## src/common/icache_pkg.sv

```systemverilog
// shared constants and the fill block type for the L1 instruction cache
// every cache module refers to these by scoped name

`default_nettype none

package icache_pkg;

    // ----------------------------------------
    // associativity

    // the one-bit LRU per set relies on two ways
    localparam int ASSOC     = 2;
    localparam int WAY_WIDTH = 1;

    // ----------------------------------------
    // block and fetch geometry

    // one fetch chunk is what the core consumes per lookup
    localparam int FETCH_BYTES = 16;
    localparam int BLOCK_BYTES = 32;

    localparam int CHUNKS_PER_BLOCK = BLOCK_BYTES / FETCH_BYTES;
    localparam int CHUNK_SEL_WIDTH  = 1;

    localparam int FETCH_BITS = FETCH_BYTES * 8;
    localparam int BLOCK_BITS = BLOCK_BYTES * 8;

    // physical address of a block, tag and index together
    localparam int BLOCK_ADDR_WIDTH = 29;

    // ----------------------------------------
    // fill block

    // L2 returns the whole block at once, the refill and the bypass
    // pick it apart one fetch chunk at a time
    typedef union packed {
        logic [BLOCK_BITS-1:0]                       whole;
        logic [CHUNKS_PER_BLOCK-1:0][FETCH_BITS-1:0] chunk;
    } fill_block_u;

endpackage

`default_nettype wire

```

## src/icache/icache_lookup.sv

```systemverilog
// lookup stage of the instruction cache
// registers the core request, builds the per-way response and the LRU touch

`timescale 1ns/1ps
`default_nettype none

module icache_lookup #(
    parameter  int NUM_SETS    = 128,
    localparam int INDEX_WIDTH = $clog2(NUM_SETS),
    localparam int TAG_WIDTH   = icache_pkg::BLOCK_ADDR_WIDTH - INDEX_WIDTH
) (
    input  logic CLK,
    input  logic nRST,

    // core request
    input  logic                                   core_req_valid,
    input  logic [INDEX_WIDTH-1:0]                 core_req_index,
    input  logic [icache_pkg::CHUNK_SEL_WIDTH-1:0] core_req_chunk,

    // array read port
    output logic                                                     rd_en,
    output logic [INDEX_WIDTH-1:0]                                   rd_index,
    output logic [icache_pkg::CHUNK_SEL_WIDTH-1:0]                   rd_chunk,
    input  logic [icache_pkg::ASSOC-1:0]                             rd_valid_by_way,
    input  logic [icache_pkg::ASSOC-1:0][TAG_WIDTH-1:0]              rd_tag_by_way,
    input  logic [icache_pkg::ASSOC-1:0][icache_pkg::FETCH_BITS-1:0] rd_data_by_way,

    // core response and feedback
    output logic [icache_pkg::ASSOC-1:0]                             core_resp_valid_by_way,
    output logic [icache_pkg::ASSOC-1:0][TAG_WIDTH-1:0]              core_resp_tag_by_way,
    output logic [icache_pkg::ASSOC-1:0][icache_pkg::FETCH_BITS-1:0] core_resp_instr_by_way,
    input  logic                                                     core_resp_hit_valid,
    input  logic [icache_pkg::WAY_WIDTH-1:0]                         core_resp_hit_way,
    input  logic                                                     core_resp_miss_valid,

    // LRU touch
    output logic                             lru_touch_valid,
    output logic [INDEX_WIDTH-1:0]           lru_touch_index,
    output logic [icache_pkg::WAY_WIDTH-1:0] lru_touch_way,

    // bypass status from the miss unit
    input  logic                             fill_visible,
    input  logic [INDEX_WIDTH-1:0]           miss_index,
    input  logic [TAG_WIDTH-1:0]             miss_tag,
    input  logic [icache_pkg::WAY_WIDTH-1:0] victim_way,
    input  icache_pkg::fill_block_u          fill_block,

    output logic [INDEX_WIDTH-1:0] resp_index
);

    logic                                   req_valid_q;
    logic [icache_pkg::CHUNK_SEL_WIDTH-1:0] resp_chunk;
    logic                                   bypass_hit;

    // the request goes straight into the array read port
    assign rd_en    = core_req_valid;
    assign rd_index = core_req_index;
    assign rd_chunk = core_req_chunk;

    always_ff @(posedge CLK, negedge nRST) begin
        if (!nRST) begin
            req_valid_q <= 1'b0;
        end else begin
            req_valid_q <= core_req_valid;
        end
    end

    always_ff @(posedge CLK) begin
        resp_index <= core_req_index;
        resp_chunk <= core_req_chunk;
    end

    // ----------------------------------------
    // response assembly

    // only the index has to match, the victim way takes the miss tag
    assign bypass_hit = req_valid_q && fill_visible && (resp_index == miss_index);

    always_comb begin
        core_resp_valid_by_way = rd_valid_by_way;
        core_resp_tag_by_way   = rd_tag_by_way;
        core_resp_instr_by_way = rd_data_by_way;
        if (bypass_hit) begin
            core_resp_valid_by_way[victim_way] = 1'b1;
            core_resp_tag_by_way[victim_way]   = miss_tag;
            core_resp_instr_by_way[victim_way] = fill_block.chunk[resp_chunk];
        end
    end

    // hit feedback refers to the registered request
    assign lru_touch_valid = core_resp_hit_valid;
    assign lru_touch_index = resp_index;
    assign lru_touch_way   = core_resp_hit_way;

    feedback_a: assert property (@(posedge CLK) disable iff (!nRST)
        (core_resp_hit_valid || core_resp_miss_valid)
            |-> req_valid_q && !(core_resp_hit_valid && core_resp_miss_valid));

endmodule

`default_nettype wire

```

## config.mk

```make
export PLATFORM = sky130hd
export DESIGN_NAME = icache_lookup
export DESIGN_NICKNAME = d
export VERILOG_FILES = /design/src/common/icache_pkg.sv /design/src/icache/icache_lookup.sv
export SDC_FILE = /design/constraint.sdc
export NUM_CORES = 1
export LEC_CHECK = 0
export ABC_AREA = 1
export BUFFER_PORTS_ARGS = -buffer_cell sky130_fd_sc_hd__buf_2
export CORE_AREA = 3 3 359 361
export DETAILED_ROUTE_END_ITERATION = 8
export DIE_AREA = 0 0 362 364
export PLACE_DENSITY = 0.38
export SLEW_MARGIN = 40
export SYNTH_ARGS = -nofsm -noshare
export SYNTH_HDL_FRONTEND = slang
export SYNTH_SLANG_ARGS = --single-unit
```

## constraint.sdc

```tcl
create_clock -name CLK -period 1.9 [get_ports CLK]
set_input_delay 0.19 -clock CLK [delete_from_list [all_inputs] [get_ports CLK]]
set_output_delay 0.19 -clock CLK [all_outputs]
set_load 0.005 [all_outputs]
```

After elaboration in Yosys (flattened, before gate mapping):

Index checks and enable logic that the tools add are counted.

* register bits after elaboration: 9
* output and inout port bits: 327
* bits of input ports: 603

* reduce and logical (&&, ||, !) cells: 3
* magnitude comparators: 3
* mux-type cells: 13
* equal/unequal tests: 1
* bitwise logic cells: 1

Operator list (count)
* 128-bit 2-to-1 mux: 3
* 256-bit bitwise mux: 1
* 256-bit 2-to-1 mux: 1
* 128-bit demux with 1-bit select: 1
* 44-bit bitwise mux: 1
* 44-bit 2-to-1 mux: 1
* 22-bit demux with 1-bit select: 1
* 22-bit 2-to-1 mux: 1
* 7-bit == test: 1
* 1-bit by 2-bit < comparator with 1-bit output, second input constant: 2
* 1-bit logical AND: 3
* 2-bit 2-to-1 mux: 1
* 2-bit OR: 1
* 1-bit demux with 1-bit select: 1
* 1-bit >= comparator, second input constant: 1
* 1-bit 2-to-1 mux: 1

Logic depth before layout (Yosys ltp):

* depth in word-level cells: 6
* depth in mapped cells: 12

Worst setup path before layout:

No wires, ideal clock.

* path kind: register to output
* start point: register resp_index[1], in the netlist lru_touch_index[1]
* end point: output port core_resp_instr_by_way[217] (netlist name)
* cell stages (with the launch flop): 13
* data required time: 1710 ps
* path slack: 421 ps
* buffers on the path: 2
* data arrival time: 1289 ps
* path through: dfxtp_1 inv_1 nand2_1 nand2_1 inv_1 nand2_1 nor2_2 nand2_2 buf_4 clkbuf_1 nand2_1 nand2_1 inv_1

RTL lines
* start, declared: line icache_lookup.sv:48 `output logic [INDEX_WIDTH-1:0] resp_index`
* start signal, assigned: line icache_lookup.sv:69 `resp_index <= core_req_index;`
* end, declared: line icache_lookup.sv:31 `output logic [icache_pkg::ASSOC-1:0][icache_pkg::FETCH_BITS-1:0] core_resp_instr_by_way,`

==> results.py <==
metrics = {
    "outcome": {
        "status": "complete, but fails checks",
        "failed_checks": "setup timing",
    },
    "yosys": {
        "synth-edff-count": 0,
        "synth.most_common_cell": "nand2_1",
        "yosysUniqueCellTypes": 22,
        "synth.net_count": 3328,
        "synth_area_mm2": 0.01220,
        "synth.avg_cell_area_um2": 4.475,
        "async_flop_share": 0.1111,
        "synth_top_cells_by_count": "nand2_1 (878), inv_1 (743), nand3_1 (301), nor2_1 (152), a21oi_1 (150)",
        "synth.largest_area_cell": "nand2_1",
        "synth_top_area_share": 0.2702,
        "ys_ff_latch": 9,
        "seq_area_frac_synth": 0.01518,
        "synthTopCellsByArea": "nand2_1 (27%), inv_1 (23%), nand3_1 (12%)",
        "synth-main-ff-cell": "dfxtp_1",
        "ys_warn_count": 0,
        "synthCells": 2725,
    },
    "global_route": {
        "met2_usage": 0.2728,
        "busiest_layer": "met2",
        "grt_max_degree": 63,
        "grt_antenna_before_repair": 91,
        "grt_pass1_wl_um": 146300,
        "grt_pass1_vias": 19000,
        "grt.overflow.total": 0,
        "grt_use_met3": 0.02558,
        "grt_use_total": 0.1556,
        "grt_use_met1": 0.2091,
    },
    "layout": {
        "nets": 4362,
        "syn_to_final_growth_pct": 99.25,
        "multi_input_area_mm2": 0.009390,
        "ff_latch_area_um2": 197.7,
        "drive_gt1_frac": 0.4457,
        "fillers": 14930,
        "utilization": 0.1933,
    },
    "sta": {
        "fin_setup_tns_ps": -71460,
        "fin_ws_ps": -313.0,
        "worst-slew-pin-transition_ps": 635.9,
        "drv_slew": 0,
        "hold_ws_ps": 65.91,
        "min_period_ps": 2213,
        "timing.final.crit_share": 1.165,
        "slew_headroom": 0.5732,
        "hold_viol_final": 0,
        "setup_violations": 302,
        "max_freq_mhz": 451.9,
        "grt_setup_unrepaired": "yes",
    },
    "worst_setup_path": {
        "start_kind": "register",
        "cp_cell_sequence": "inv_2 > nor2_1 > nor2_1 > nand2_2 > nor2_4 > buf_12 > nand2_8 > buf_16 > buf_8 > buf_16 > nand2_4 > nand2_1 > inv_1 > buf_6",
        "max_stage_delay_ps": 310,
        "critPathCaptureType": "primary output",
        "cp_top_family": "buffers and inverters",
        "crit_type": "reg -> out",
        "critical_path_buf_inv_count": 7,
        "cp_data_required_time_ps": 1710,
        "crit_arrival_ps": 2020,
        "crit_slowest_cell": "dfxtp_2",
        "cp_max_fo": 8,
    },
    "drt": {
        "vias_per_cell": 3.809,
        "drt_first_pass_iters": 5,
        "vias": 20660,
        "wl_per_cell_um": 20.55,
        "drt-initial-drc-count": 1380,
        "postRouteAntennaNets": 0,
        "routed_wl_um": 111500,
        "drc": 0,
    },
    "die": {
        "core_mm2": 0.1257,
        "initial_core_util": 0.09699,
        "design.portCount": 930,
        "die_h_um": 364,
        "rows": 130,
        "dieArea_mm2": 0.1318,
        "die_w_um": 362,
    },
    "power_and_ir_drop": {
        "comb_power_share": 0.883,
        "power.density_mw_per_mm2": 206.4,
        "swShare": 0.5002,
        "p_clk_frac": 0.075,
        "peakVddDrop_mv": 0.5069,
        "p_leak_nw": 14.53,
        "pwr-share-seq": 0.042,
        "p_sw_w": 0.002509,
        "power.internal_w": 0.002507,
    },
    "min_path": {
        "hp-class": "in -> reg",
        "holdPathStages": 1,
        "min-delay-start": "core_req_chunk",
        "whs_endpoint": "resp_chunk$_DFF_P_",
    },
    "run": {
        "maxCapViolCount": 0,
    },
    "place": {
        "routabilityCongestion": 0.9038,
        "port_buffers": 924,
        "pre_cts_slack_ps": -239.1,
        "dp_hpwl_um": 89570,
    },
    "clock_tree": {
        "cts_made_buffers": 3,
        "h-tree-depth": 1,
        "clock_path_buffers": 2,
        "cts_root_buffer": "clkbuf_16",
        "clk_pin_slew_ps": 40,
        "cts_sinks": 9,
        "cts_tree": "yes",
    },
}
[final cells by class]
type                       count  area share
antenna                       17    0.001751
clock buffer                   4    0.003244
inverter                     743      0.1151
multi-input combinational   1764      0.3864
sequential                     9    0.008136
tap                         1650     0.08496
timing repair buffer        1238      0.4004
[power by group through the flow]
stage                     registers [W]  clock network [W]  logic [W]
after global placement         0.000211                  0    0.00379
after detailed placement       0.000211                  0    0.00381
after global routing           0.000212           0.000394    0.00488
after CTS                      0.000210           0.000380    0.00424
final                          0.000210           0.000378    0.00443
after floorplan                0.000212                  0    0.00169
[state kept, by name (all words and copies together), names as in the netlist]
name and cells:
lru_touch_index 7, req_valid_q 1, resp_chunk 1
[placed cells by master (no fill, tap or decap), types with 14 or more instances in the layout]
cell type  count
buf_6        134
inv_1        652
buf_16        46
buf_8         33
clkbuf_16     15
inv_2         89
nor2_1       152
nand2_1      633
buf_4        134
o21ai_2       37
nand3_1      250
buf_2        829
diode_2       17
buf_12        48
nand2_2      175
o21ai_0       77
o21ai_1       14
nand3_2       47
a21oi_1      150
a21boi_1      69
nand2_4       70
mux2i_1       22
a21boi_0      59
[layer usage]
layer | routed length (um) | up-vias
met2 | 53180 | 870
li1 | - | 10130
met3 | 7740 | 172
met1 | 48780 | 9479
met5 | 77 | -
met4 | 1693 | 12
[worst max path at each step]
stage	from	end	cells past startpoint
floorplan	lru_touch_index[1]$_DFF_P_	core_resp_instr_by_way[217]	12
global placement	resp_chunk$_DFF_P_	core_resp_instr_by_way[255]	7
detailed placement	resp_chunk$_DFF_P_	core_resp_instr_by_way[79]	8
CTS	lru_touch_index[4]$_DFF_P_	core_resp_tag_by_way[34]	15
global route	lru_touch_index[4]$_DFF_P_	core_resp_instr_by_way[64]	14
finish	lru_touch_index[4]$_DFF_P_	core_resp_instr_by_way[70]	14
[metrics by stage]
step                cell area, um^2  total power, W  instances
finish                        24300        0.005016       5425
CTS                           22960        0.004834       5398
detailed placement            20020        0.004017       5315
floorplan                     12200        0.001903       2725
global placement              20020        0.004004       5315
global route                  24260        0.005486       5411
[what timing repair did]
action                                  4_1_cts  5_1_grt
resized for setup                           443      336
pin swaps                                    51       57
buffers inserted                             41        4
cloned                                       39       13
endpoints found under the setup margin      302      302
endpoints found under the hold margin         1        0
hold buffers                                  1        0
[cells by family (layout without fill, tap and decap cells)]
group,Yosys count,after routing,share of synthesized area
flops,9,9,0.01518
other cells,0,17,0
buf+inv,952,1985,0.3195
compound gates,408,408,0.2052
mux,22,22,0.01806
simple gates,1334,1334,0.4421
Note: power is estimated with default switching activity, not from simulation.
