**src/common/icache_pkg.sv**
```systemverilog
// shared constants and the fill block type for the L1 instruction cache
// every cache module refers to these by scoped name

`default_nettype none

package icache_pkg;

    // ----------------------------------------
    // associativity

    // the one-bit LRU per set relies on two ways
    localparam int ASSOC     = 2;
    localparam int WAY_WIDTH = 1;

    // ----------------------------------------
    // block and fetch geometry

    // one fetch chunk is what the core consumes per lookup
    localparam int FETCH_BYTES = 16;
    localparam int BLOCK_BYTES = 32;

    localparam int CHUNKS_PER_BLOCK = BLOCK_BYTES / FETCH_BYTES;
    localparam int CHUNK_SEL_WIDTH  = 1;

    localparam int FETCH_BITS = FETCH_BYTES * 8;
    localparam int BLOCK_BITS = BLOCK_BYTES * 8;

    // physical address of a block, tag and index together
    localparam int BLOCK_ADDR_WIDTH = 29;

    // ----------------------------------------
    // fill block

    // L2 returns the whole block at once, the refill and the bypass
    // pick it apart one fetch chunk at a time
    typedef union packed {
        logic [BLOCK_BITS-1:0]                       whole;
        logic [CHUNKS_PER_BLOCK-1:0][FETCH_BITS-1:0] chunk;
    } fill_block_u;

endpackage

`default_nettype wire

```
**src/icache/icache_miss_unit.sv**
```systemverilog
// miss unit of the instruction cache
// holds the one miss, requests the block from L2 and refills chunk by chunk

`timescale 1ns/1ps
`default_nettype none

module icache_miss_unit #(
    parameter  int NUM_SETS    = 128,
    localparam int INDEX_WIDTH = $clog2(NUM_SETS),
    localparam int TAG_WIDTH   = icache_pkg::BLOCK_ADDR_WIDTH - INDEX_WIDTH
) (
    input  logic CLK,
    input  logic nRST,

    // miss feedback and the set it refers to
    input  logic                             core_resp_miss_valid,
    input  logic [TAG_WIDTH-1:0]             core_resp_miss_tag,
    input  logic [INDEX_WIDTH-1:0]           resp_index,
    input  logic [icache_pkg::ASSOC-1:0]     rd_valid_by_way,
    input  logic [icache_pkg::WAY_WIDTH-1:0] lru_way,
    output logic [INDEX_WIDTH-1:0]           lru_rd_index,

    // L2
    output logic                                    l2_req_valid,
    output logic [icache_pkg::BLOCK_ADDR_WIDTH-1:0] l2_req_block_addr,
    input  logic                                    l2_req_ready,
    input  logic                                    l2_resp_valid,
    input  logic [icache_pkg::BLOCK_ADDR_WIDTH-1:0] l2_resp_block_addr,
    input  logic [icache_pkg::BLOCK_BITS-1:0]       l2_resp_block,

    // array write port
    output logic [icache_pkg::ASSOC-1:0]           wr_en_by_way,
    output logic [INDEX_WIDTH-1:0]                 wr_index,
    output logic [icache_pkg::CHUNK_SEL_WIDTH-1:0] wr_chunk,
    output logic [TAG_WIDTH-1:0]                   wr_tag,
    output logic                                   wr_valid,
    output logic                                   wr_tag_en,
    output logic [icache_pkg::FETCH_BITS-1:0]      wr_data,

    // LRU allocation
    output logic                             lru_new_valid,
    output logic [INDEX_WIDTH-1:0]           lru_new_index,
    output logic [icache_pkg::WAY_WIDTH-1:0] lru_new_way,

    // bypass status
    output logic                             fill_visible,
    output logic [INDEX_WIDTH-1:0]           miss_index,
    output logic [TAG_WIDTH-1:0]             miss_tag,
    output logic [icache_pkg::WAY_WIDTH-1:0] victim_way,
    output icache_pkg::fill_block_u          fill_block
);

    logic                                   miss_valid;
    logic                                   requested;
    logic                                   fill_valid;
    logic                                   delay_cycle;
    logic [icache_pkg::CHUNK_SEL_WIDTH-1:0] fill_chunk;

    logic                             capture;
    logic                             accept;
    logic                             last_chunk;
    logic [icache_pkg::ASSOC-1:0]     set_valid;
    logic [icache_pkg::WAY_WIDTH-1:0] new_victim;

    // ----------------------------------------
    // miss capture and victim choice

    assign lru_rd_index = resp_index;
    assign last_chunk   = (fill_chunk == '1);

    // a same-address miss while waiting is the core retrying
    assign capture = core_resp_miss_valid && !fill_valid
        && !(miss_valid && resp_index == miss_index && core_resp_miss_tag == miss_tag);

    // victim is the lowest empty way
    // a way in its delay cycle already counts as filled
    always_comb begin
        set_valid = rd_valid_by_way;
        if (fill_visible && resp_index == miss_index) begin
            set_valid[victim_way] = 1'b1;
        end
        new_victim = lru_way;
        for (int w = icache_pkg::ASSOC - 1; w >= 0; w--) begin
            if (!set_valid[w]) begin
                new_victim = icache_pkg::WAY_WIDTH'(w);
            end
        end
    end

    assign lru_new_valid = capture;
    assign lru_new_index = resp_index;
    assign lru_new_way   = new_victim;

    // ----------------------------------------
    // L2 request and response

    assign l2_req_valid      = miss_valid && !requested;
    assign l2_req_block_addr = {miss_tag, miss_index};

    assign accept = l2_resp_valid && miss_valid && !fill_valid && !delay_cycle && !capture
        && (l2_resp_block_addr == {miss_tag, miss_index});

    always_ff @(posedge CLK, negedge nRST) begin
        if (!nRST) begin
            miss_valid  <= 1'b0;
            requested   <= 1'b0;
            fill_valid  <= 1'b0;
            delay_cycle <= 1'b0;
            fill_chunk  <= '0;
        end else if (fill_valid) begin
            fill_chunk <= fill_chunk + 1'b1;
            if (last_chunk) begin
                fill_valid  <= 1'b0;
                delay_cycle <= 1'b1;
            end
        end else if (capture) begin
            miss_valid  <= 1'b1;
            requested   <= 1'b0;
            delay_cycle <= 1'b0;
            fill_chunk  <= '0;
        end else if (delay_cycle) begin
            miss_valid  <= 1'b0;
            delay_cycle <= 1'b0;
        end else if (accept) begin
            // a response may beat the ready
            requested  <= 1'b1;
            fill_valid <= 1'b1;
        end else if (l2_req_valid && l2_req_ready) begin
            requested <= 1'b1;
        end
    end

    always_ff @(posedge CLK) begin
        if (capture) begin
            miss_index <= resp_index;
            miss_tag   <= core_resp_miss_tag;
            victim_way <= new_victim;
        end
        if (accept) begin
            fill_block.whole <= l2_resp_block;
        end
    end

    // ----------------------------------------
    // refill write and bypass status

    assign wr_en_by_way = fill_valid ? icache_pkg::ASSOC'(1) << victim_way : '0;
    assign wr_index     = miss_index;
    assign wr_chunk     = fill_chunk;
    assign wr_tag       = miss_tag;
    // the first chunk drops the old line and the last one validates the new line
    assign wr_tag_en    = fill_valid;
    assign wr_valid     = last_chunk;
    assign wr_data      = fill_block.chunk[fill_chunk];

    assign fill_visible = miss_valid && (fill_valid || delay_cycle);

    req_stable_a: assert property (@(posedge CLK) disable iff (!nRST)
        l2_req_valid && !l2_req_ready |=> l2_req_valid && $stable(l2_req_block_addr));

    // the counter rests at the first chunk whenever no block is held
    chunk_move_a: assert property (@(posedge CLK) disable iff (!nRST)
        !fill_valid |-> fill_chunk == '0);

endmodule

`default_nettype wire

```
**config.mk**
```make
export PLATFORM = sky130hd
export DESIGN_NAME = icache_miss_unit
export DESIGN_NICKNAME = d
export VERILOG_FILES = /design/src/common/icache_pkg.sv /design/src/icache/icache_miss_unit.sv
export SDC_FILE = /design/constraint.sdc
export NUM_CORES = 1
export LEC_CHECK = 0
export ABC_AREA = 1
export ABC_CLOCK_PERIOD_IN_PS = 18100
export BUFFER_PORTS_ARGS = -buffer_cell sky130_fd_sc_hd__buf_2
export CORE_AREA = 2 2 317 319
export DETAILED_ROUTE_END_ITERATION = 16
export DIE_AREA = 0 0 319 321
export GPL_ROUTABILITY_DRIVEN = 0
export PLACE_DENSITY = 0.39
export SYNTH_ARGS = -nofsm -noshare
export SYNTH_HDL_FRONTEND = slang
export SYNTH_SLANG_ARGS = --single-unit
```
**constraint.sdc**
```tcl
create_clock -name CLK -period 18.1 [get_ports CLK]
set_clock_uncertainty 0.15 [all_clocks]
set_input_delay 0 -clock CLK [delete_from_list [all_inputs] [get_ports CLK]]
set_output_delay 0 -clock CLK [all_outputs]
set_load 0.05 [all_outputs]
```
Word level (Yosys, flattened, before mapping)
Cells that the tools add are included.
Word-level totals
  bits in registers: 291
  input port bits: 322
  output and inout bits: 495
  word-level logic and storage cells: 69
Operators by class
  add/sub/neg operators: 1
  magnitude comparators: 3
  eq/ne operators: 5
  shifts and indexed selects: 1
  multiplexer cells: 23
  bitwise operators: 2
  reductions and logical operators: 25
Operators with widths (number)
  2-to-1 mux 128 bit: 2
  == test 29 bit: 1
  == test 22 bit: 1
  2-to-1 mux 1 bit: 18
  logical AND 1 bit: 14
  == test 7 bit: 1
  logical NOT 1 bit: 5
  less-than comparator 1 x 2 -> 1 bit, second input constant: 2
  2-to-1 mux 2 bit: 2
  != test 2 x 1 -> 1 bit, second input constant: 2
  nonzero test 2 bit: 2
  AND reduction 3 bit: 1
  nonzero test 3 bit: 1
  bitwise OR 2 bit: 1
  AND reduction 2 bit: 1
  << shifter 1 x 1 -> 2 bit, first input constant: 1
  adder 1 bit, second input constant: 1
  demux 1 bit (select 1 bit): 1
  greater-or-equal comparator 1 bit, second input constant: 1
  logical OR 1 bit: 1
  NOT 1 bit: 1

Depth between registers and ports, before layout
Gate-level depths: netlist of run 1.
  depth after elaboration: 12
  depth in mapped cells: 12

Least setup slack after synthesis of run 1
No wires, ideal clock.
  path kind: register to register
  from: register miss_index[2]
  to: register fill_block[0] (netlist bit), enable pin
  library setup time: 0.673 ns
  arrival time: 8.205 ns
  data required time: 17.277 ns
  slack: 9.072 ns
  stages on the path, launching flop included: 13
  buffers on the path: 0
  cells stage by stage: edfxtp_1 inv_1 nand2_1 nand2_1 clkinv_1 nand2_1 nor2_1 nand2_1 nor2_1 nand2_1 nand2_4 inv_2 nor2_2
On the way
  cells in the longest elaborated chain, start to end: 8
  elaborated cells between the ends (all ways): 9
  those cells by class: eq/ne: 2; reduce/logical: 7
RTL lines
  start, declared: RTL line icache_miss_unit.sv:47  | output logic [INDEX_WIDTH-1:0] miss_index,
  start signal, assigned: RTL line icache_miss_unit.sv:135  | miss_index <= resp_index;
  == test 7 bit: RTL line icache_miss_unit.sv:73  | && !(miss_valid && resp_index == miss_index && core_resp_miss_tag == miss_tag);
  logical AND 1 bit (2 in series): RTL line icache_miss_unit.sv:73
  logical NOT 1 bit: RTL line icache_miss_unit.sv:73
  logical AND 1 bit: RTL line icache_miss_unit.sv:73
  net lru_new_valid: RTL line icache_miss_unit.sv:41  | output logic lru_new_valid,
  logical NOT 1 bit: RTL line icache_miss_unit.sv:100  | assign accept = l2_resp_valid && miss_valid && !fill_valid && !delay_cycle && !capture
  logical AND 1 bit: RTL line icache_miss_unit.sv:100
  logical AND 1 bit: RTL line icache_miss_unit.sv:101  | && (l2_resp_block_addr == {miss_tag, miss_index});
  net accept: RTL line icache_miss_unit.sv:60  | logic accept;
  end, declared: RTL line icache_miss_unit.sv:50  | output icache_pkg::fill_block_u fill_block
The timed path passes the listed nets, and every way through them passes these cells.
A chain may end at the register's enable or synchronous reset.

Final worst setup path of run 1
  from: register miss_tag[20]
  to: register fill_block[75] (netlist bit), enable pin
On the way
  cells in the longest elaborated chain, start to end: 7
  elaborated cells between the ends (all ways): 8
  those cells by class: eq/ne: 2; reduce/logical: 6
RTL lines
  start, declared: RTL line icache_miss_unit.sv:48  | output logic [TAG_WIDTH-1:0] miss_tag,
  start signal, assigned: RTL line icache_miss_unit.sv:136  | miss_tag <= core_resp_miss_tag;
  == test 22 bit: RTL line icache_miss_unit.sv:73
  logical AND 1 bit: RTL line icache_miss_unit.sv:73
  logical NOT 1 bit: RTL line icache_miss_unit.sv:73
  logical AND 1 bit: RTL line icache_miss_unit.sv:73
  logical NOT 1 bit: RTL line icache_miss_unit.sv:100
  logical AND 1 bit: RTL line icache_miss_unit.sv:100
  logical AND 1 bit *: RTL line icache_miss_unit.sv:101
  net accept: RTL line icache_miss_unit.sv:60
Mark *: on every way through the listed nets, which the timed path passes. The rest lies on a longest branch.

==> results of run 1 <==
==> worst max-delay path, cell delays in order, from the launching register on <==
cell and delay (ns):
edfxtp_1 0.47, xnor2_1 0.17, nand2_1 0.08, nor2_1 0.28
nand2_1 0.09, nor2_1 0.11, nand2_1 0.09, nand2_4 0.09
inv_2 0.03, buf_4 0.28, nor2_4 0.17, buf_12 0.48
buf_4 0.82
==> state kept, by name, indices dropped and copies added, names as in the netlist <==
signal / count
miss_index: 7
wr_chunk: 1
wr_tag_en: 1
requested: 1
victim_way: 1
delay_cycle: 1
miss_valid: 1
fill_block: 256
miss_tag: 22
==> power by group <==
group | switching, mW | leakage, nW | internal, mW
sequential | 0.00593 | 2.65 | 0.745
combinational | 0.107 | 7.84 | 0.123
clock | 0.318 | 0.575 | 0.419
==> cell usage in the layout (no fill, tap or decap), types with 2 or more instances in the layout <==
cell type      count
clkbuf_16         38
nand3_1            4
clkbuf_1           8
xnor2_1            6
inv_1             77
nor2_2             2
xor2_1             5
nor2_1            53
diode_2            4
nand4_1           12
buf_2            816
inv_2             12
edfxtp_1         286
bufinv_16          2
clkinv_1          12
dfrtp_1            4
nand2_1          560
buf_4              8
or2_2              3
clkinv_2           6
dlygate4sd3_1    567
==> kinds of logic (layout without fill, tap and decap cells) <==
group                     count (synthesis)  in the layout  synth area share [%]
buffers and inverters                   193           1553                  8.21
AOI/OAI and AO/OA                         4              4                 0.213
xor gates and xnor gates                 12             12                 0.913
and+or+nand+nor                         639            639                  20.0
DFF                                     291            291                  70.7
other                                     0              4                     0
==> cell type report <==
type | count | area [um2]
fill | 10800 | 74900
timing repair buffer | 1392 | 9840
sequential | 291 | 8720
multi-input combinational | 655 | 2610
tap | 1298 | 1620
clock buffer | 46 | 981
inverter | 92 | 348
clock inverter | 23 | 203
antenna | 4 | 10.0
==> per-layer routing <==
metal	wire [um]	up-vias	track usage, %
li1	-	6260	-
met1	24300	6171	13.0
met2	33700	572	22.3
met3	5340	97	3.97
met4	2250	2	4.52
met5	12	-	0
==> path summary, 6_finish.rpt <==
kind / to / slack [ns]
worst max register to register: fill_block[75]$_DFFE_PP_ / 14.02
worst min-delay path: fill_block[171]$_DFFE_PP_ / 0.06
max in group asynchronous: wr_chunk$_DFFE_PN0P_ / 17.35
worst max-delay path: fill_block[75]$_DFFE_PP_ / 14.02
worst min register to register: delay_cycle$_DFFE_PN0N_ / 0.42
min in group asynchronous: delay_cycle$_DFFE_PN0N_ / 0.22
==> impl_metrics.csv, run 1 <==
group,metric,value,unit
outcome,outcome,"finished clean",
timing,slew_viol_final,0,
routing,detailedRoute.firstIterationViolations,829,
clocking,cts_resized,0,
placed_design,dpl_cell_area,17500,um2
timing,rsz0062_at_grt,"no",
global_route,overflow,0,
routing,via_count,13100,
timing,finalCritPeriodShare,22.6,%
yosys,synth.area.top_cells,"edfxtp_1 (70%), nand2_1 (17%), buf_4 (4.4%), inv_1 (2.3%), nor2_1 (1.6%)",
global_route,grt_start_max_net_pins,125,
die,floorplan.rows,116,
clocking,clk_latency,0.59,ns
timing,max_clock_freq,0.245,GHz
die,die_width,319,um
timing,setup_tns,0,ns
layout,drive_above_1_share,36.0,%
layout,stdcell_count,3801,
global_route,antenna_found_initial,7,
worst_setup_path,worstPathArrival,4.13,ns
yosys,synth-seq-area-share,70.7,%
placed_design,place_ws,13.98,ns
clocking,cts_tree,"yes",
die,initial_core_util,12.4,%
clocking,cts_hold_buf,567,
worst_setup_path,cp-start-kind,"register",
flow_run,cap_violations,0,
power_and_ir_drop,vdd_drop_max,0.0000710,V
timing,fin_ws,14.02,ns
power_and_ir_drop,leakage,11.1,nW
routing,wl_per_cell,17.3,um
yosys,syn_nets,1461,
timing,max-slew-margin-rel,34.8,%
timing,worstMarginPinSlew,0.978,ns
placed_design,place_hpwl,49400,um
die,dieArea,102000,um2
timing,hold_viol,0,
layout,area_delta_synth_final,97.4,%
worst_hold_path,worst_hold_path.num_cells,2,
timing,fin_crit,4.08,ns
yosys,syn_inst,1139,
clocking,cts_sinks,291,
yosys,synth_top_area_cell,"edfxtp_1",
global_route,grt_pass1_vias,13300,
clocking,cts_max_level,2,
clocking,cts_buffer_depth,3,
yosys,synth_top_cell_area_share,69.7,%
placed_design,port_buffers,816,
clocking,cts_setup_buffers,0,
worst_hold_path,hp-start,"l2_resp_block[171]",
layout,finalInstanceArea,24300,um2
timing,holdWs,0.0573,ns
clocking,cts_buffers,38,
layout,final_util,24.5,%
die,die_y,321,um
routing,drt_pass1_iterations,5,
layout,nets,2792,
clocking,root_buffer,"clkbuf_16",
yosys,synthFlopType,"edfxtp_1",
yosys,syn_area_per_cell,10.8,um2
global_route,grt_pass1_wl,91100,um
yosys,yosys-top-cells-count,"nand2_1 (560), edfxtp_1 (286), inv_1 (77), buf_4 (73), nor2_1 (53)",
yosys,synth_seq_cells,291,
worst_setup_path,cp-startpoint,"miss_tag[20]$_DFFE_PP_",
worst_setup_path,end_kind,"register",
routing,via_per_inst,3.45,
power_and_ir_drop,p_per_area,70.6,nW/um2
yosys,synth.most_common_cell,"nand2_1",
power_and_ir_drop,finalPower,1.72,mW
worst_hold_path,hp-class,"input pin to register",
yosys,synth_cell_type_count,26,
global_route,track_usage,12.2,%
routing,ant_nets,0,
clocking,clk_pin_slew,0.06,ns
worst_setup_path,rr_worst_depth,12,
worst_setup_path,crit_type,"register to register",
routing,drc_errors,0,
worst_setup_path,cp_data_required_time,18.14,ns
worst_setup_path,crit_fanout,124,
die,io_pins,817,
worst_setup_path,rr_startpoint,"miss_tag[20]$_DFFE_PP_",
timing,setup_viol,0,
routing,drt_wl_total,65600,um
yosys,synth_edf_count,286,
yosys,yosysWarnings,0,
yosys,async_flop_share,1.72,%
yosys,syn-cell-area,12300,um2
die,fp.coreArea,99300,um2
placed_design,dp.cells,3161,
No activity file was read; power rests on OpenSTA's default activity.
==> inputs of run 2 (changes only) <==
--- a/config.mk
+++ b/config.mk
@@ -5,12 +5,12 @@
 export SDC_FILE = /design/constraint.sdc
 export NUM_CORES = 1
 export LEC_CHECK = 0
-export ABC_AREA = 1
-export ABC_CLOCK_PERIOD_IN_PS = 18100
+export ABC_AREA = 0
+export ABC_CLOCK_PERIOD_IN_PS = 3400
 export BUFFER_PORTS_ARGS = -buffer_cell sky130_fd_sc_hd__buf_2
-export CORE_AREA = 2 2 317 319
+export CORE_AREA = 2 2 315 317
 export DETAILED_ROUTE_END_ITERATION = 16
-export DIE_AREA = 0 0 319 321
+export DIE_AREA = 0 0 317 319
 export GPL_ROUTABILITY_DRIVEN = 0
 export PLACE_DENSITY = 0.39
 export SYNTH_ARGS = -nofsm -noshare
==> constraint.sdc (replaced) <==
create_clock -name CLK -period 3.4 [get_ports CLK]
set_clock_uncertainty 0.15 [all_clocks]
set_input_delay 0 -clock CLK [delete_from_list [all_inputs] [get_ports CLK]]
set_output_delay 0 -clock CLK [all_outputs]
set_load 0.05 [all_outputs]
==> run 2 against run 1 <==
Net effect:
- synthesized cell count is 45% lower
- the run now fails in 4_1_cts
- area after synthesis is 5.2% lower
==> impl_metrics.csv, run 2 <==
group,metric,value,unit
clocking,cts_buffer_depth,3,
yosys,synth_top_area_cell,"edfxtp_1",
yosys,synth_top_cell_area_share,73.5,%
yosys,syn-cell-area,11700,um2
clocking,root_buffer,"clkbuf_16",
clocking,cts_sinks,291,
die,io_pins,817,
clocking,cts_hold_buf,547,
yosys,async_flop_share,1.72,%
placed_design,dp.cells,2665,
placed_design,dpl_cell_area,17100,um2
placed_design,place_hpwl,45300,um
yosys,yosysWarnings,0,
outcome,stop_error,"[ERROR RSZ-0060] Max buffer count reached.",
yosys,syn_nets,944,
die,die_y,319,um
clocking,cts_max_level,2,
yosys,synth_cell_type_count,32,
clocking,cts_buffers,35,
yosys,synth.area.top_cells,"edfxtp_1 (74%), mux2_1 (8.6%), buf_4 (4.7%), xnor2_1 (4.3%), mux2_2 (3.8%)",
clocking,cts_resized,0,
outcome,haltStage,"4_1_cts",
die,initial_core_util,12.0,%
outcome,outcome,"aborted with a tool error",
yosys,synthFlopType,"edfxtp_1",
yosys,yosys-top-cells-count,"edfxtp_1 (286), mux2_1 (89), buf_4 (73), xnor2_1 (57), mux2_2 (39)",
yosys,synth.most_common_cell,"edfxtp_1",
clocking,cts_setup_buffers,0,
yosys,syn_inst,622,
yosys,synth_edf_count,286,
yosys,syn_area_per_cell,18.8,um2
die,die_width,317,um
placed_design,port_buffers,816,
yosys,synth-seq-area-share,74.6,%
die,floorplan.rows,115,
yosys,synth_seq_cells,291,
run 2: cell types whose count changed after synthesis, moves of 4 or more:
| cell | change |
|---|---|
| mux2_1 | +89 |
| clkbuf_1 | -8 |
| nand2_1 | -559 |
| inv_1 | -75 |
| buf_1 | -8 |
| mux2_2 | +39 |
| xor2_1 | -4 |
| inv_2 | -12 |
| xnor2_1 | +51 |
| nor2_1 | -51 |
run 2: stage by stage:
| stage | setup TNS (ns) | worst slack (ns) |
|---|---|---|
| 2_1_floorplan | -713.93 | -2.79 |
| 3_3_place_gp | 0 | 0.394 |
| 3_5_place_dp | 0 | 0.275 |
run 2: kinds of logic after synthesis:
group | share of synthesized area (%)
flip-flops | 74.6
XOR/XNOR | 4.35
multiplexers | 12.3
buffers and inverters | 5.39
AO/OA/AOI/OAI | 0.653
AND/OR/NAND/NOR | 2.69
==> inputs of run 3 (changes only) <==
--- a/config.mk
+++ b/config.mk
@@ -6,13 +6,13 @@
 export NUM_CORES = 1
 export LEC_CHECK = 0
 export ABC_AREA = 0
-export ABC_CLOCK_PERIOD_IN_PS = 3400
+export ABC_CLOCK_PERIOD_IN_PS = 4400
 export BUFFER_PORTS_ARGS = -buffer_cell sky130_fd_sc_hd__buf_2
-export CORE_AREA = 2 2 315 317
+export CORE_AREA = 2 2 321 323
 export DETAILED_ROUTE_END_ITERATION = 16
-export DIE_AREA = 0 0 317 319
+export DIE_AREA = 0 0 323 325
 export GPL_ROUTABILITY_DRIVEN = 0
-export PLACE_DENSITY = 0.39
+export PLACE_DENSITY_LB_ADDON = 0.15
 export SYNTH_ARGS = -nofsm -noshare
 export SYNTH_HDL_FRONTEND = slang
 export SYNTH_SLANG_ARGS = --single-unit
==> constraint.sdc (replaced) <==
create_clock -name CLK -period 4.4 [get_ports CLK]
set_clock_uncertainty 0.15 [all_clocks]
set_input_delay 0 -clock CLK [delete_from_list [all_inputs] [get_ports CLK]]
set_output_delay 0 -clock CLK [all_outputs]
set_load 0.05 [all_outputs]
==> run 3 against run 2 <==
Net effect:
- the flow now finishes without violations
- area after synthesis stayed put
- synthesized cell count did not move
==> impl_metrics.csv, run 3 <==
group,metric,value,unit
yosys,synth-simple-area-share,2.69,%
power_and_ir_drop,finalPower,7.27,mW
die,die_y,325,um
yosys,synth_top_area_cell,"edfxtp_1",
layout,regMostFlops,"fill_block",
clocking,clk_pin_slew,0.05,ns
power_and_ir_drop,leakage,9.65,nW
worst_setup_path,crit_chain,"xnor2_1 > nand4_1 > dlygate4sd3_1 > nor4_1 > dlygate4sd3_1 > nand2_1 > dlygate4sd3_1 > o21ai_1",
power_and_ir_drop,pwr-share-clk,45.1,%
layout,final_cell_mix,"buf_2 (816), dlygate4sd3_1 (560), edfxtp_1 (286), mux2_1 (89), xnor2_1 (57)",
layout,final_common_cell,"buf_2",
yosys,yosys-top-cells-count,"edfxtp_1 (286), mux2_1 (89), buf_4 (73), xnor2_1 (57), mux2_2 (39)",
global_route,antenna_found_initial,10,
yosys,synthAdderAreaFrac,0,%
worst_setup_path,rr_startpoint,"miss_tag[13]$_DFFE_PP_",
layout,stdcell_count,3364,
routing,detailedRoute.firstIterationViolations,328,
routing,via_per_inst,3.17,
die,initial_core_util,11.5,%
routing,drc_errors,0,
layout,area_delta_synth_final,105,%
global_route,overflow,0,
timing,holdWs,0.0689,ns
power_and_ir_drop,power.switching,1.75,mW
timing,setup_viol,0,
die,io_pins,817,
worst_setup_path,cp_slowest_stage_delay,0.59,ns
worst_setup_path,cp-startpoint,"miss_tag[13]$_DFFE_PP_",
global_route,grt_pass1_vias,11500,
placed_design,port_buffers,816,
worst_setup_path,r2r_end,"wr_tag_en$_DFF_PN0_",
yosys,synth_mux_area_share,12.3,%
power_and_ir_drop,seq_power_share,42.5,%
routing,drt_pass1_iterations,4,
worst_setup_path,crit_fanout,5,
worst_setup_path,rr_worst_depth,8,
routing,via_count,10700,
yosys,syn_inst,622,
timing,worstMarginPinSlew,0.708,ns
layout,fillerInstances,11000,
yosys,synth_seq_cells,291,
worst_setup_path,endpoint,"wr_tag_en$_DFF_PN0_",
yosys,syn-cell-area,11700,um2
yosys,synth.most_common_cell,"edfxtp_1",
timing,finalCritPeriodShare,75.5,%
timing,fin_crit,3.32,ns
die,fp.coreArea,101000,um2
placed_design,place_hpwl,43100,um
placed_design,dp.cells,2730,
yosys,synth_compound_area_share,0.653,%
power_and_ir_drop,p_per_area,303,nW/um2
yosys,synth_edf_count,286,
clocking,root_buffer,"clkbuf_16",
yosys,syn_area_per_cell,18.8,um2
yosys,yosysWarnings,0,
worst_setup_path,end_kind,"register",
yosys,async_flop_share,1.72,%
layout,largest_register_ffs,256,
global_route,grt_pass1_wl,78100,um
flow_run,cap_violations,0,
yosys,synthFlopType,"edfxtp_1",
worst_setup_path,worstPathArrival,3.66,ns
worst_hold_path,hp-class,"input pin to register",
worst_setup_path,crit_top_cell,"dlygate4sd3_1",
power_and_ir_drop,p_comb_share,12.4,%
routing,ant_nets,0,
routing,wl_per_cell,16.7,um
placed_design,dpl_cell_area,17100,um2
layout,reg_top3,"fill_block x256, miss_tag x22, miss_index x7",
global_route,grt_start_max_net_pins,64,
routing,drt_wl_total,56100,um
layout,finalInstanceArea,24000,um2
timing,max-slew-margin-rel,52.8,%
clocking,clk_latency,0.58,ns
power_and_ir_drop,p_int,5.52,mW
clocking,cts_max_level,2,
yosys,syn_nets,944,
clocking,cts_buffers,40,
yosys,synth_cell_type_count,32,
yosys,synth_xor_xnor_area_share,4.35,%
yosys,synth_top_cell_area_share,73.5,%
outcome,outcome,"finished clean",
worst_setup_path,cp_data_required_time,4.74,ns
worst_setup_path,crit_type,"register to register",
yosys,synth-seq-area-share,74.6,%
timing,hold_viol,0,
clocking,cts_tree,"yes",
worst_setup_path,rrSetupSlack,1.08,ns
worst_setup_path,cp-start-kind,"register",
worst_setup_path,slowest_stage,"dlygate4sd3_1",
timing,slew_viol_final,0,
global_route,track_usage,10.2,%
layout,drive_above_1_share,46.7,%
yosys,synth.area.top_cells,"edfxtp_1 (74%), mux2_1 (8.6%), buf_4 (4.7%), xnor2_1 (4.3%), mux2_2 (3.8%)",
yosys,synth_top_family_by_area,"multiplexers",
timing,rsz0062_at_grt,"no",
clocking,cts_sinks,291,
die,floorplan.rows,117,
die,dieArea,105000,um2
power_and_ir_drop,p_sw_share,24.1,%
die,die_width,323,um
clocking,cts_buffer_depth,3,
power_and_ir_drop,vdd_drop_max,0.000223,V
layout,nets,2286,
timing,max_clock_freq,0.301,GHz
==> run 3: cell counts after synthesis <==
No cell type changed its count.
==> run 3: kinds of logic after synthesis <==
| family | after synthesis |
|---|---|
| flops | 291 |
| mux | 128 |
| buf+inv | 90 |
| xor+xnor | 58 |
| simple gates | 43 |
| compound gates | 12 |
==> run 3: layout make-up <==
cell class / instances / area, um2 / share of cell area, %
clock inverter: 22 / 234 / 0.977
inverter: 2 / 7.51 / 0.0313
tap: 1368 / 1710 / 7.14
sequential: 291 / 8720 / 36.4
clock buffer: 51 / 1060 / 4.44
antenna: 1 / 2.50 / 0.0104
timing repair buffer: 1388 / 9870 / 41.2
multi-input combinational: 241 / 2350 / 9.83
==> run 3: critical path: cells and delay by family (launching register included) <==
kind	cells	cell delay (ns)
flip-flops	1	0.46
XOR/XNOR	1	0.35
AND/OR/NAND/NOR	3	0.42
AO/OA/AOI/OAI	1	0.11
buffers and inverters	3	1.75
==> run 3: worst min path at each step <==
stage | start | to | cells past startpoint
2_1_floorplan | nRST | delay_cycle$_DFFE_PN0N_ | 0
3_3_place_gp | nRST | requested$_DFFE_PN0P_ | 1
3_5_place_dp | nRST | requested$_DFFE_PN0P_ | 1
4_1_cts | resp_index[5] | miss_index[5]$_DFFE_PP_ | 2
5_1_grt | l2_resp_block[119] | fill_block[119]$_DFFE_PP_ | 2
6_report | core_resp_miss_tag[5] | miss_tag[5]$_DFFE_PP_ | 2
==> run 3: repair_timing <==
action,CTS,global route
hold endpoints to repair,294,0
hold buffers,560,0
setup buffers,0,0
gates resized for setup,0,0
==> run 3: power by group through the flow <==
stage,Clock [mW],Sequential (mW),Combinational (mW)
floorplan,0,3.19,0.252
global placement,0,3.14,0.518
detailed placement,0,3.15,0.515
CTS,3.44,3.09,0.909
global route,3.53,3.09,0.961
finish,3.28,3.09,0.901
==> run 3: metal layers <==
metal  share of wire [%]  track usage (%)  up-vias
li1                    -                -     5002
met1                  36             10.5     5090
met2                  53             19.1      478
met3                 7.3             2.96       90
met4                 3.4             4.04       10
met5                0.10                0        -
==> run 3: metrics by stage <==
| stage | setup slack (ns) | utilization, % | setup TNS [ns] |
|---|---|---|---|
| after floorplan | -1.79 | - | -457.93 |
| after global placement | 1.08 | 16.8 | 0 |
| after detailed placement | 1.08 | 16.8 | 0 |
| after CTS | 1.05 | 23.6 | 0 |
| after global routing | 0.889 | 23.6 | 0 |
| final | 1.08 | 23.7 | 0 |
